$ cat src/rtl/usb_xact_pkg.sv
package usb_xact_pkg;

  // Token PIDs as delivered by the packet decoder
  typedef enum logic [1:0] {
    TOK_OUT   = 2'b00,
    TOK_SOF   = 2'b01,
    TOK_IN    = 2'b10,
    TOK_SETUP = 2'b11
  } tok_type_t;

  // Handshake kinds, only ACK and NAK are issued by this device
  typedef enum logic [1:0] {
    HSK_ACK = 2'b00,
    HSK_NAK = 2'b10
  } hsk_type_t;

  // Data packet kinds
  typedef enum logic [1:0] {
    DATA0 = 2'b00,
    DATA1 = 2'b10
  } data_pid_t;

  // Token dispatch result
  typedef enum logic [2:0] {
    ERR_NONE = 3'h0,
    ERR_TOKN = 3'h3,
    ERR_ENDP = 3'h5
  } err_code_t;

  // Bulk transaction sequencing
  typedef enum logic [2:0] {
    IDLE,
    IN_TX,
    IN_ZDP,
    IN_WAIT_ACK,
    OUT_RX,
    OUT_DRAIN,
    OUT_HSK
  } xact_state_t;

  // Low PID bits that mark a data packet for the encoder
  localparam logic [1:0] DATA_PKT_TAG = 2'b11;

  // Endpoints served as bulk
  localparam logic [3:0] BULK_EP_FIRST = 4'd1;
  localparam logic [3:0] BULK_EP_LAST = 4'd3;
  localparam int ENDPOINT_COUNT = 16;

  // Timing, in clock cycles
  localparam int EOP_DELAY = 5;
  localparam int TURNAROUND_CYCLES = 255;
  localparam int TIMER_WIDTH = 8;

endpackage

$ cat src/rtl/usb_bus_event_if.sv
interface usb_bus_event_if;

  // Token events from the decoder
  logic                    tok_recv;
  usb_xact_pkg::tok_type_t tok_type;
  logic [3:0]              tok_endp;

  // Handshake received from the host
  logic                    hsk_recv;
  usb_xact_pkg::hsk_type_t hsk_type;

  // Encoder finished a data packet
  logic                    usb_sent;

  modport monitor (
    input tok_recv,
    input tok_type,
    input tok_endp,
    input hsk_recv,
    input hsk_type,
    input usb_sent
  );

endinterface

$ cat src/rtl/usb_bulk_fsm.sv
module usb_bulk_fsm (
  input  logic                    clock,
  input  logic                    reset,
  usb_bus_event_if.monitor        events,
  input  logic                    tok_addr_match_i,
  input  logic                    blk_in_ready_i,
  input  logic                    blk_out_ready_i,
  input  logic                    usb_tvalid_i,
  input  logic                    usb_tkeep_i,
  input  logic                    usb_tlast_i,
  input  logic [7:0]              usb_tdata_i,
  input  logic                    blk_tready_i,
  input  logic                    timeout_i,
  input  logic                    hsk_done_i,
  output usb_xact_pkg::err_code_t err_code_o,
  output logic                    blk_start_o,
  output logic                    blk_cycle_o,
  output logic [3:0]              blk_endpt_o,
  output logic                    blk_tvalid_o,
  output logic                    blk_tkeep_o,
  output logic                    blk_tlast_o,
  output logic [7:0]              blk_tdata_o,
  output logic                    usb_tready_o,
  output logic                    hsk_start_o,
  output logic                    hsk_nak_o,
  output logic                    toggle_flip_o,
  output logic                    timer_start_o,
  output logic                    tx_data_en_o,
  output logic                    tx_zdp_o,
  output logic                    tx_pid_load_o
);

  usb_xact_pkg::xact_state_t state_q;
  logic                      start_q;
  logic                      nak_q;
  logic [3:0]                endp_q;
  logic                      tok_hit;
  logic                      tok_bulk;
  logic                      endp_ok;
  logic                      tok_accept;
  logic                      out_last;
  logic                      in_acked;

  // Token addressed to this device
  assign tok_hit = events.tok_recv && tok_addr_match_i;
  assign tok_bulk = events.tok_type == usb_xact_pkg::TOK_IN ||
                    events.tok_type == usb_xact_pkg::TOK_OUT;
  assign endp_ok = events.tok_endp >= usb_xact_pkg::BULK_EP_FIRST &&
                   events.tok_endp <= usb_xact_pkg::BULK_EP_LAST;
  assign tok_accept = state_q == usb_xact_pkg::IDLE && tok_hit && tok_bulk && endp_ok;

  // Final OUT beat taken, whether forwarded or drained
  assign out_last = usb_tvalid_i && usb_tready_o && usb_tlast_i;
  assign in_acked = events.hsk_recv && events.hsk_type == usb_xact_pkg::HSK_ACK;

  always_ff @(posedge clock) begin
    if (reset) begin
      state_q <= usb_xact_pkg::IDLE;
      start_q <= 1'b0;
      nak_q <= 1'b0;
      err_code_o <= usb_xact_pkg::ERR_NONE;
    end else begin
      start_q <= tok_accept;
      case (state_q)
        usb_xact_pkg::IDLE: begin
          if (tok_hit) begin
            // Classify, then pick the data phase from endpoint readiness
            if (!tok_bulk) begin
              err_code_o <= usb_xact_pkg::ERR_TOKN;
            end else if (!endp_ok) begin
              err_code_o <= usb_xact_pkg::ERR_ENDP;
            end else begin
              err_code_o <= usb_xact_pkg::ERR_NONE;
              if (events.tok_type == usb_xact_pkg::TOK_IN) begin
                state_q <= blk_in_ready_i ? usb_xact_pkg::IN_TX : usb_xact_pkg::IN_ZDP;
              end else begin
                state_q <= blk_out_ready_i ? usb_xact_pkg::OUT_RX : usb_xact_pkg::OUT_DRAIN;
              end
            end
          end
        end
        usb_xact_pkg::IN_TX, usb_xact_pkg::IN_ZDP: begin
          if (events.usb_sent) begin
            state_q <= usb_xact_pkg::IN_WAIT_ACK;
          end
        end
        usb_xact_pkg::IN_WAIT_ACK: begin
          // Host answer, a lost answer, or the host moving on to a new token
          if (events.hsk_recv || timeout_i || events.tok_recv) begin
            state_q <= usb_xact_pkg::IDLE;
          end
        end
        usb_xact_pkg::OUT_RX, usb_xact_pkg::OUT_DRAIN: begin
          if (out_last) begin
            nak_q <= state_q == usb_xact_pkg::OUT_DRAIN;
            state_q <= usb_xact_pkg::OUT_HSK;
          end
        end
        usb_xact_pkg::OUT_HSK: begin
          if (hsk_done_i) begin
            state_q <= usb_xact_pkg::IDLE;
          end
        end
        default: begin
          state_q <= usb_xact_pkg::IDLE;
        end
      endcase
    end
  end

  // Endpoint of the accepted token
  always_ff @(posedge clock) begin
    if (tok_accept) begin
      endp_q <= events.tok_endp;
    end
  end

  assign blk_start_o = start_q;
  assign blk_cycle_o = state_q != usb_xact_pkg::IDLE;
  assign blk_endpt_o = endp_q;

  // OUT data goes straight to the sink, only while it is ready
  assign blk_tvalid_o = state_q == usb_xact_pkg::OUT_RX && usb_tvalid_i;
  assign blk_tkeep_o = usb_tkeep_i;
  assign blk_tlast_o = usb_tlast_i;
  assign blk_tdata_o = usb_tdata_i;
  assign usb_tready_o = state_q == usb_xact_pkg::OUT_RX ? blk_tready_i :
                        state_q == usb_xact_pkg::OUT_DRAIN;

  // Handshake after the end of an OUT packet
  assign hsk_start_o = (state_q == usb_xact_pkg::OUT_RX ||
                        state_q == usb_xact_pkg::OUT_DRAIN) && out_last;
  assign hsk_nak_o = state_q == usb_xact_pkg::OUT_DRAIN;

  // Toggle advances only on a successful data phase
  assign toggle_flip_o = (state_q == usb_xact_pkg::IN_WAIT_ACK && in_acked) ||
                         (state_q == usb_xact_pkg::OUT_HSK && hsk_done_i && !nak_q);

  // Turnaround timing starts when the IN packet leaves
  assign timer_start_o = (state_q == usb_xact_pkg::IN_TX ||
                          state_q == usb_xact_pkg::IN_ZDP) && events.usb_sent;

  // Transmit path steering
  assign tx_data_en_o = state_q == usb_xact_pkg::IN_TX;
  assign tx_zdp_o = start_q && state_q == usb_xact_pkg::IN_ZDP;
  assign tx_pid_load_o = start_q && (state_q == usb_xact_pkg::IN_TX ||
                                     state_q == usb_xact_pkg::IN_ZDP);

endmodule

$ cat src/rtl/usb_data_toggle.sv
module usb_data_toggle (
  input  logic                    clock,
  input  logic                    reset,
  usb_bus_event_if.monitor        events,
  input  logic                    flip_i,
  output usb_xact_pkg::data_pid_t pid_o
);

  logic [usb_xact_pkg::ENDPOINT_COUNT-1:0] toggle_q;
  logic [3:0]                              endp_q;

  always_ff @(posedge clock) begin
    if (reset) begin
      // Every endpoint starts on DATA0
      toggle_q <= '0;
      endp_q <= '0;
    end else begin
      if (events.tok_recv) begin
        endp_q <= events.tok_endp;
      end
      if (flip_i) begin
        toggle_q[endp_q] <= ~toggle_q[endp_q];
      end
    end
  end

  assign pid_o = toggle_q[endp_q] ? usb_xact_pkg::DATA1 : usb_xact_pkg::DATA0;

endmodule

$ cat src/rtl/usb_handshake_gen.sv
module usb_handshake_gen (
  input  logic                    clock,
  input  logic                    reset,
  input  logic                    start_i,
  input  logic                    nak_i,
  input  logic                    hsk_sent_i,
  output logic                    hsk_send_o,
  output usb_xact_pkg::hsk_type_t hsk_type_o,
  output logic                    done_o
);

  localparam int CW = $clog2(usb_xact_pkg::EOP_DELAY + 1);

  logic [CW-1:0] delay_q;

  // Wait out the end of packet, then hold the request until the encoder sends it
  always_ff @(posedge clock) begin
    if (reset) begin
      delay_q <= '0;
      hsk_send_o <= 1'b0;
    end else begin
      if (start_i) begin
        delay_q <= CW'(usb_xact_pkg::EOP_DELAY);
      end else if (delay_q != '0) begin
        delay_q <= delay_q - 1'b1;
        if (delay_q == CW'(1)) begin
          hsk_send_o <= 1'b1;
        end
      end
      if (hsk_sent_i) begin
        hsk_send_o <= 1'b0;
      end
    end
  end

  // Kind is fixed for the whole request
  always_ff @(posedge clock) begin
    if (start_i) begin
      hsk_type_o <= nak_i ? usb_xact_pkg::HSK_NAK : usb_xact_pkg::HSK_ACK;
    end
  end

  assign done_o = hsk_send_o && hsk_sent_i;

endmodule

$ cat src/rtl/usb_transactor.sv
module usb_transactor (
  input  logic       clock,
  input  logic       reset,
  input  logic [6:0] usb_addr_i,
  input  logic       tok_recv_i,
  input  logic [1:0] tok_type_i,
  input  logic [6:0] tok_addr_i,
  input  logic [3:0] tok_endp_i,
  input  logic       hsk_recv_i,
  input  logic [1:0] hsk_type_i,
  input  logic       hsk_sent_i,
  input  logic       usb_recv_i,
  input  logic       usb_sent_i,
  input  logic       usb_tvalid_i,
  input  logic       usb_tkeep_i,
  input  logic       usb_tlast_i,
  input  logic [7:0] usb_tdata_i,
  input  logic       blk_in_ready_i,
  input  logic       blk_out_ready_i,
  input  logic       blk_tvalid_i,
  input  logic       blk_tkeep_i,
  input  logic       blk_tlast_i,
  input  logic [7:0] blk_tdata_i,
  input  logic       usb_tready_i,
  input  logic       blk_tready_i,
  output logic [2:0] err_code_o,
  output logic       usb_timeout_error_o,
  output logic       hsk_send_o,
  output logic [1:0] hsk_type_o,
  output logic       usb_tready_o,
  output logic       blk_start_o,
  output logic       blk_cycle_o,
  output logic [3:0] blk_endpt_o,
  output logic       blk_tvalid_o,
  output logic       blk_tkeep_o,
  output logic       blk_tlast_o,
  output logic [7:0] blk_tdata_o,
  output logic       blk_tready_o,
  output logic       usb_tvalid_o,
  output logic       usb_tkeep_o,
  output logic       usb_tlast_o,
  output logic [7:0] usb_tdata_o,
  output logic [3:0] usb_tuser_o
);

  usb_bus_event_if bus_events ();

  usb_xact_pkg::err_code_t err_code;
  usb_xact_pkg::hsk_type_t hsk_type;
  usb_xact_pkg::data_pid_t pid;
  logic hsk_start;
  logic hsk_nak;
  logic hsk_done;
  logic toggle_flip;
  logic timer_start;
  logic tx_data_en;
  logic tx_zdp;
  logic tx_pid_load;

  // Decoder events onto the shared bundle
  assign bus_events.tok_recv = tok_recv_i;
  assign bus_events.tok_type = usb_xact_pkg::tok_type_t'(tok_type_i);
  assign bus_events.tok_endp = tok_endp_i;
  assign bus_events.hsk_recv = hsk_recv_i;
  assign bus_events.hsk_type = usb_xact_pkg::hsk_type_t'(hsk_type_i);
  assign bus_events.usb_sent = usb_sent_i;

  assign err_code_o = err_code;
  assign hsk_type_o = hsk_type;

  usb_bulk_fsm u_fsm (
    .clock            (clock),
    .reset            (reset),
    .events           (bus_events),
    .tok_addr_match_i (tok_addr_i == usb_addr_i),
    .blk_in_ready_i   (blk_in_ready_i),
    .blk_out_ready_i  (blk_out_ready_i),
    .usb_tvalid_i     (usb_tvalid_i),
    .usb_tkeep_i      (usb_tkeep_i),
    .usb_tlast_i      (usb_tlast_i),
    .usb_tdata_i      (usb_tdata_i),
    .blk_tready_i     (blk_tready_i),
    .timeout_i        (usb_timeout_error_o),
    .hsk_done_i       (hsk_done),
    .err_code_o       (err_code),
    .blk_start_o      (blk_start_o),
    .blk_cycle_o      (blk_cycle_o),
    .blk_endpt_o      (blk_endpt_o),
    .blk_tvalid_o     (blk_tvalid_o),
    .blk_tkeep_o      (blk_tkeep_o),
    .blk_tlast_o      (blk_tlast_o),
    .blk_tdata_o      (blk_tdata_o),
    .usb_tready_o     (usb_tready_o),
    .hsk_start_o      (hsk_start),
    .hsk_nak_o        (hsk_nak),
    .toggle_flip_o    (toggle_flip),
    .timer_start_o    (timer_start),
    .tx_data_en_o     (tx_data_en),
    .tx_zdp_o         (tx_zdp),
    .tx_pid_load_o    (tx_pid_load)
  );

  usb_turnaround_timer u_timer (
    .clock      (clock),
    .reset      (reset),
    .events     (bus_events),
    .usb_recv_i (usb_recv_i),
    .start_i    (timer_start),
    .timeout_o  (usb_timeout_error_o)
  );

  usb_handshake_gen u_hsk (
    .clock      (clock),
    .reset      (reset),
    .start_i    (hsk_start),
    .nak_i      (hsk_nak),
    .hsk_sent_i (hsk_sent_i),
    .hsk_send_o (hsk_send_o),
    .hsk_type_o (hsk_type),
    .done_o     (hsk_done)
  );

  usb_data_toggle u_toggle (
    .clock  (clock),
    .reset  (reset),
    .events (bus_events),
    .flip_i (toggle_flip),
    .pid_o  (pid)
  );

  usb_tx_path u_tx (
    .clock        (clock),
    .reset        (reset),
    .data_en_i    (tx_data_en),
    .zdp_i        (tx_zdp),
    .pid_load_i   (tx_pid_load),
    .pid_i        (pid),
    .blk_tvalid_i (blk_tvalid_i),
    .blk_tkeep_i  (blk_tkeep_i),
    .blk_tlast_i  (blk_tlast_i),
    .blk_tdata_i  (blk_tdata_i),
    .usb_tready_i (usb_tready_i),
    .blk_tready_o (blk_tready_o),
    .usb_tvalid_o (usb_tvalid_o),
    .usb_tkeep_o  (usb_tkeep_o),
    .usb_tlast_o  (usb_tlast_o),
    .usb_tdata_o  (usb_tdata_o),
    .usb_tuser_o  (usb_tuser_o)
  );

endmodule

$ cat src/rtl/usb_turnaround_timer.sv
module usb_turnaround_timer (
  input  logic             clock,
  input  logic             reset,
  usb_bus_event_if.monitor events,
  input  logic             usb_recv_i,
  input  logic             start_i,
  output logic             timeout_o
);

  logic [usb_xact_pkg::TIMER_WIDTH-1:0] count_q;
  logic                                 active_q;
  logic                                 rx_event;

  // Anything from the host ends the wait
  assign rx_event = events.tok_recv || events.hsk_recv || usb_recv_i;

  always_ff @(posedge clock) begin
    if (reset) begin
      count_q <= '0;
      active_q <= 1'b0;
      timeout_o <= 1'b0;
    end else begin
      if (start_i) begin
        count_q <= usb_xact_pkg::TIMER_WIDTH'(usb_xact_pkg::TURNAROUND_CYCLES);
        active_q <= 1'b1;
      end else if (rx_event) begin
        active_q <= 1'b0;
      end else if (active_q) begin
        count_q <= count_q - 1'b1;
        // Expires as the count reaches zero
        if (count_q == usb_xact_pkg::TIMER_WIDTH'(1)) begin
          active_q <= 1'b0;
          timeout_o <= 1'b1;
        end
      end
      // Error holds until the host sends another token
      if (events.tok_recv) begin
        timeout_o <= 1'b0;
      end
    end
  end

endmodule

$ cat src/rtl/usb_tx_path.sv
module usb_tx_path (
  input  logic                    clock,
  input  logic                    reset,
  input  logic                    data_en_i,
  input  logic                    zdp_i,
  input  logic                    pid_load_i,
  input  usb_xact_pkg::data_pid_t pid_i,
  input  logic                    blk_tvalid_i,
  input  logic                    blk_tkeep_i,
  input  logic                    blk_tlast_i,
  input  logic [7:0]              blk_tdata_i,
  input  logic                    usb_tready_i,
  output logic                    blk_tready_o,
  output logic                    usb_tvalid_o,
  output logic                    usb_tkeep_o,
  output logic                    usb_tlast_o,
  output logic [7:0]              usb_tdata_o,
  output logic [3:0]              usb_tuser_o
);

  logic tail_q;
  logic blk_take;

  // Refill in the same cycle the register empties
  assign blk_tready_o = data_en_i && !tail_q && (!usb_tvalid_o || usb_tready_i);
  assign blk_take = blk_tvalid_i && blk_tready_o;

  always_ff @(posedge clock) begin
    if (reset) begin
      usb_tvalid_o <= 1'b0;
      tail_q <= 1'b0;
    end else begin
      if (blk_take || zdp_i) begin
        usb_tvalid_o <= 1'b1;
      end else if (usb_tready_i) begin
        usb_tvalid_o <= 1'b0;
      end
      // Stop taking beats once the packet's last one is in
      if (!data_en_i) begin
        tail_q <= 1'b0;
      end else if (blk_take && blk_tlast_i) begin
        tail_q <= 1'b1;
      end
    end
  end

  always_ff @(posedge clock) begin
    if (zdp_i) begin
      // Single empty beat closes a zero-data packet
      usb_tkeep_o <= 1'b0;
      usb_tlast_o <= 1'b1;
      usb_tdata_o <= '0;
    end else if (blk_take) begin
      usb_tkeep_o <= blk_tkeep_i;
      usb_tlast_o <= blk_tlast_i;
      usb_tdata_o <= blk_tdata_i;
    end
    if (pid_load_i) begin
      usb_tuser_o <= {pid_i, usb_xact_pkg::DATA_PKT_TAG};
    end
  end

endmodule

$ cat config.mk
export PLATFORM = sky130hd
export DESIGN_NAME = usb_transactor
export DESIGN_NICKNAME = d
export VERILOG_FILES = /design/src/rtl/usb_xact_pkg.sv /design/src/rtl/usb_bus_event_if.sv /design/src/rtl/usb_bulk_fsm.sv /design/src/rtl/usb_data_toggle.sv /design/src/rtl/usb_handshake_gen.sv /design/src/rtl/usb_transactor.sv /design/src/rtl/usb_turnaround_timer.sv /design/src/rtl/usb_tx_path.sv
export SDC_FILE = /design/constraint.sdc
export NUM_CORES = 1
export LEC_CHECK = 0
export BUFFER_PORTS_ARGS = -buffer_cell sky130_fd_sc_hd__clkbuf_2
export CORE_MARGIN = 4
export CORE_UTILIZATION = 56
export CTS_CLUSTER_DIAMETER = 60
export DETAILED_ROUTE_END_ITERATION = 6
export PLACE_DENSITY = 0.86
export SLEW_MARGIN = 15
export SYNTH_ARGS = -nofsm -noshare
export SYNTH_HDL_FRONTEND = slang
export SYNTH_HIERARCHICAL = 1
export SYNTH_SLANG_ARGS = --single-unit
$ cat constraint.sdc
create_clock -name clock -period 2.8 [get_ports clock]
set_input_delay 0.56 -clock clock [delete_from_list [all_inputs] [get_ports clock]]
set_output_delay 0.56 -clock clock [all_outputs]
set_load 0.02 [all_outputs]
==> out/qor.csv <==
metric,value,unit
setup_tns,0,ns
CTS max path bufs,2,
WS Path Type,reg -> out,
"Seq/Total Area, Yosys",39.7,%
Syn Inst Count,338,
Tcrit/Tclk final,89.1,%
H-tree depth,3,
unrepaired setup endpoints after global routing,no,
antenna-violating nets left,0,
Synth Area in Adders,2.31,%
CTS tree,done,
Layout fillers,465,
GRT Total Usage,20.1,%
Power Dens Cells,507,mW/mm²
Remaining DRCs,0,
die area,0.00709,mm²
max-cap viol count,0,
post-synthesis compound-gate area fraction,17.0,%
flop2flop setup slack,0.49,ns
Post-Layout Cell Count,469,
crit-path max FO,13,
Starting Density,58.3,%
routed wire length per instance,15.2,µm
number of distinct library cells after synthesis,64,
Slew Limit Fails,0,
post-synthesis instance area,0.00325,mm²
final setup vio count,0,
final hold violations,0,
initial drt markers,146,
std cell rows,27,
Layout Nets,453,
CP Capture Type,output port,
min-delay worst type,in -> reg,
Yosys reg bits,61,
worst-margin pin slew,0.592,ns
VDD IR max,0.436,mV
GPL Wtd Cong,0.887,
number of flops mapped to enable cells by yosys,7,
root buffer cell,clkbuf_8,
clk_lat worst skew,0.34,ns
static leakage,1.51,nW
vias,2698,
first-pass GRT wire length,11.5,mm
initial antenna violation count,0,
IO Pins,96,
status,completed,
grt ovf,0,
Main synth FF type,dfxtp_1,
clock period minus worst slack,2.50,ns
vias in the first global route,2566,
hold buffers post-CTS,0,
Diodes inserted,0,
asr flop ratio synth,0,%
Hold Slack,0.432,ns
router iterations before antenna repair,6,
final WL,7.14,mm
vias per cell,5.75,
Worst Skew,0.0113,ns
Ys Warns,6,
fin worst setup slack,0.305,ns
xor/xnor share of the synthesized area,2.70,%
post-synthesis mux area share,7.70,%
Worst-path clk slew,0.07,ns
largest net degree at the start of global routing,34,
CTS Buf Count,9,
Sink Count,61,
Placeable Area,0.00557,mm²
crit path launch type,register,
DIE WIDTH,84.2,µm
ratio of cells with drive above 1 in the final layout,29.7,%
Peak Freq,401,MHz
Syn-to-layout area delta,14.1,%
Port Buffers,74,
largest family of logic cells by synthesized area,simple AND/OR/NAND/NOR gates,
"Arr. time, crit path",1.94,ns
syn avg cell area,9.61,µm²
Cells after DPL,453,
Tot Pwr,1.88,mW
dpl hpwl,5.24,mm
relative slew slack,60.5,%
post-synthesis simple-gate area fraction,21.4,%
Worst Path Required,2.24,ns
Setup WS pre-CTS,0.573,ns
Post-CTS Setup Inserts,0,
die height,84.2,µm
[per-layer routing]
metal	part of all wire (%)	wire, µm	vias to the layer above	track usage [%]
met1	40	2880	1253	24.7
met3	8.2	587	8	4.81
met2	50	3590	116	33.0
met5	0	0	-	0
met4	1.2	83	0	9.65
li1	-	-	1321	-
[cells in the final DEF, fill, tap and decap left out, types with 7 or more instances in the layout]
cell type	count
a311oi_1	16
nor2_1	20
nand2b_1	20
a21oi_1	29
mux2i_1	16
clkbuf_8	12
nor3_1	9
edfxtp_1	7
clkbuf_2	74
nand2_1	7
inv_1	18
dfxtp_1	54
[final timing paths]
path	start	to	depth (start not counted)
hold / removal	tok_endp_i[1]	u_fsm/blk_endpt_o[1]	1
setup / recovery	u_fsm/state_q[0]	blk_tready_o	4
hold reg to reg	u_tx/usb_tlast_o	u_tx/usb_tlast_o	1
setup reg to reg	u_fsm/state_q[0]	u_toggle/toggle_q[12]	6
[state kept, by name, summed over array words and instances (netlist names), 2 cells and up]
signal / count
u_hsk/delay_q: 3
u_fsm/err_code_o: 3
u_fsm/blk_endpt_o: 4
u_fsm/state_q: 3
u_tx/usb_tuser_o: 2
u_toggle/endp_q: 4
u_tx/usb_tdata_o: 8
u_toggle/toggle_q: 16
u_timer/count_q: 8
[what timing repair did]
item                                    4_1_cts  5_1_grt
endpoints found under the setup margin        0        1
endpoints found under the hold margin         0        0
resized for setup                             0        1
[critical path: stages, from the launching register on]
cell      delay (ns)
dfxtp_1         0.61
inv_1           0.20
nor3_2          0.37
nor3b_1         0.23
clkbuf_2        0.20
[cells by family after synthesis]
family                   Yosys count
other                              3
XOR/XNOR                          10
flip-flops                        61
multiplexers                      20
buffers and inverters             54
adder cells (fa/ha/maj)            6
AO/OA/AOI/OAI                     78
AND/OR/NAND/NOR                  106
[cells in the mapped netlist, types with 2 or more instances]
library cell  number  area, µm²
or2_2              2       12.5
nor4_1             2       12.5
nor3_1            10       50.1
o21ai_0            3       15.0
or3_1              3       18.8
dfxtp_1           54       1080
nand4_1            5       31.3
edfxtp_1           7        210
mux4_2             4       90.1
nand2_1            7       26.3
a311oi_1          16        140
buf_4             14        105
conb_1             3       11.3
xor2_1             4       35.0
a31oi_1            6       37.5
nor4b_1            3       26.3
and2_1             2       12.5
nor2b_1            5       31.3
nand3_1            3       15.0
xnor2_1            6       52.6
ha_1               6       75.1
buf_1              5       18.8
a21oi_1           29        145
clkbuf_1           5       18.8
a211oi_1           2       15.0
buf_6              3       33.8
nor3b_1            5       37.5
o211a_1            2       20.0
a22oi_1            2       15.0
and3_1             3       18.8
inv_1             18       67.6
nor2_1            20       75.1
mux2i_1           16        160
nand2b_1          20        125
and3b_2            2       20.0
buf_2              8       40.0
o21ba_2            2       20.0
a31o_2             5       43.8
[cell type report]
cell class                      count  area [µm²]  share of cell area, %
Inverter                           19        71.3                   1.92
Tap cell                           72        90.1                   2.43
Clock inverter                      1        5.00                  0.135
Timing Repair Buffer               77         393                   10.6
Clock buffer                       15         176                   4.76
Sequential cell                    61        1290                   34.8
Multi-Input combinational cell    224        1680                   45.3
[power by group]
| part | switching [mW] | internal, mW | total [mW] |
|---|---|---|---|
| clock | 0.321 | 0.394 | 0.714 |
| sequential | 0.0214 | 0.912 | 0.933 |
| combinational | 0.128 | 0.104 | 0.232 |
| total | 0.470 | 1.41 | 1.88 |
[metrics by stage]
stage,cell area [µm²],util (%)
after floorplan,3250,-
final,3710,66.5
after detailed placement,3520,63.1
after global placement,3520,63.1
after CTS,3700,66.4
after global routing,3710,66.5
(Power assumes the default switching activity.)
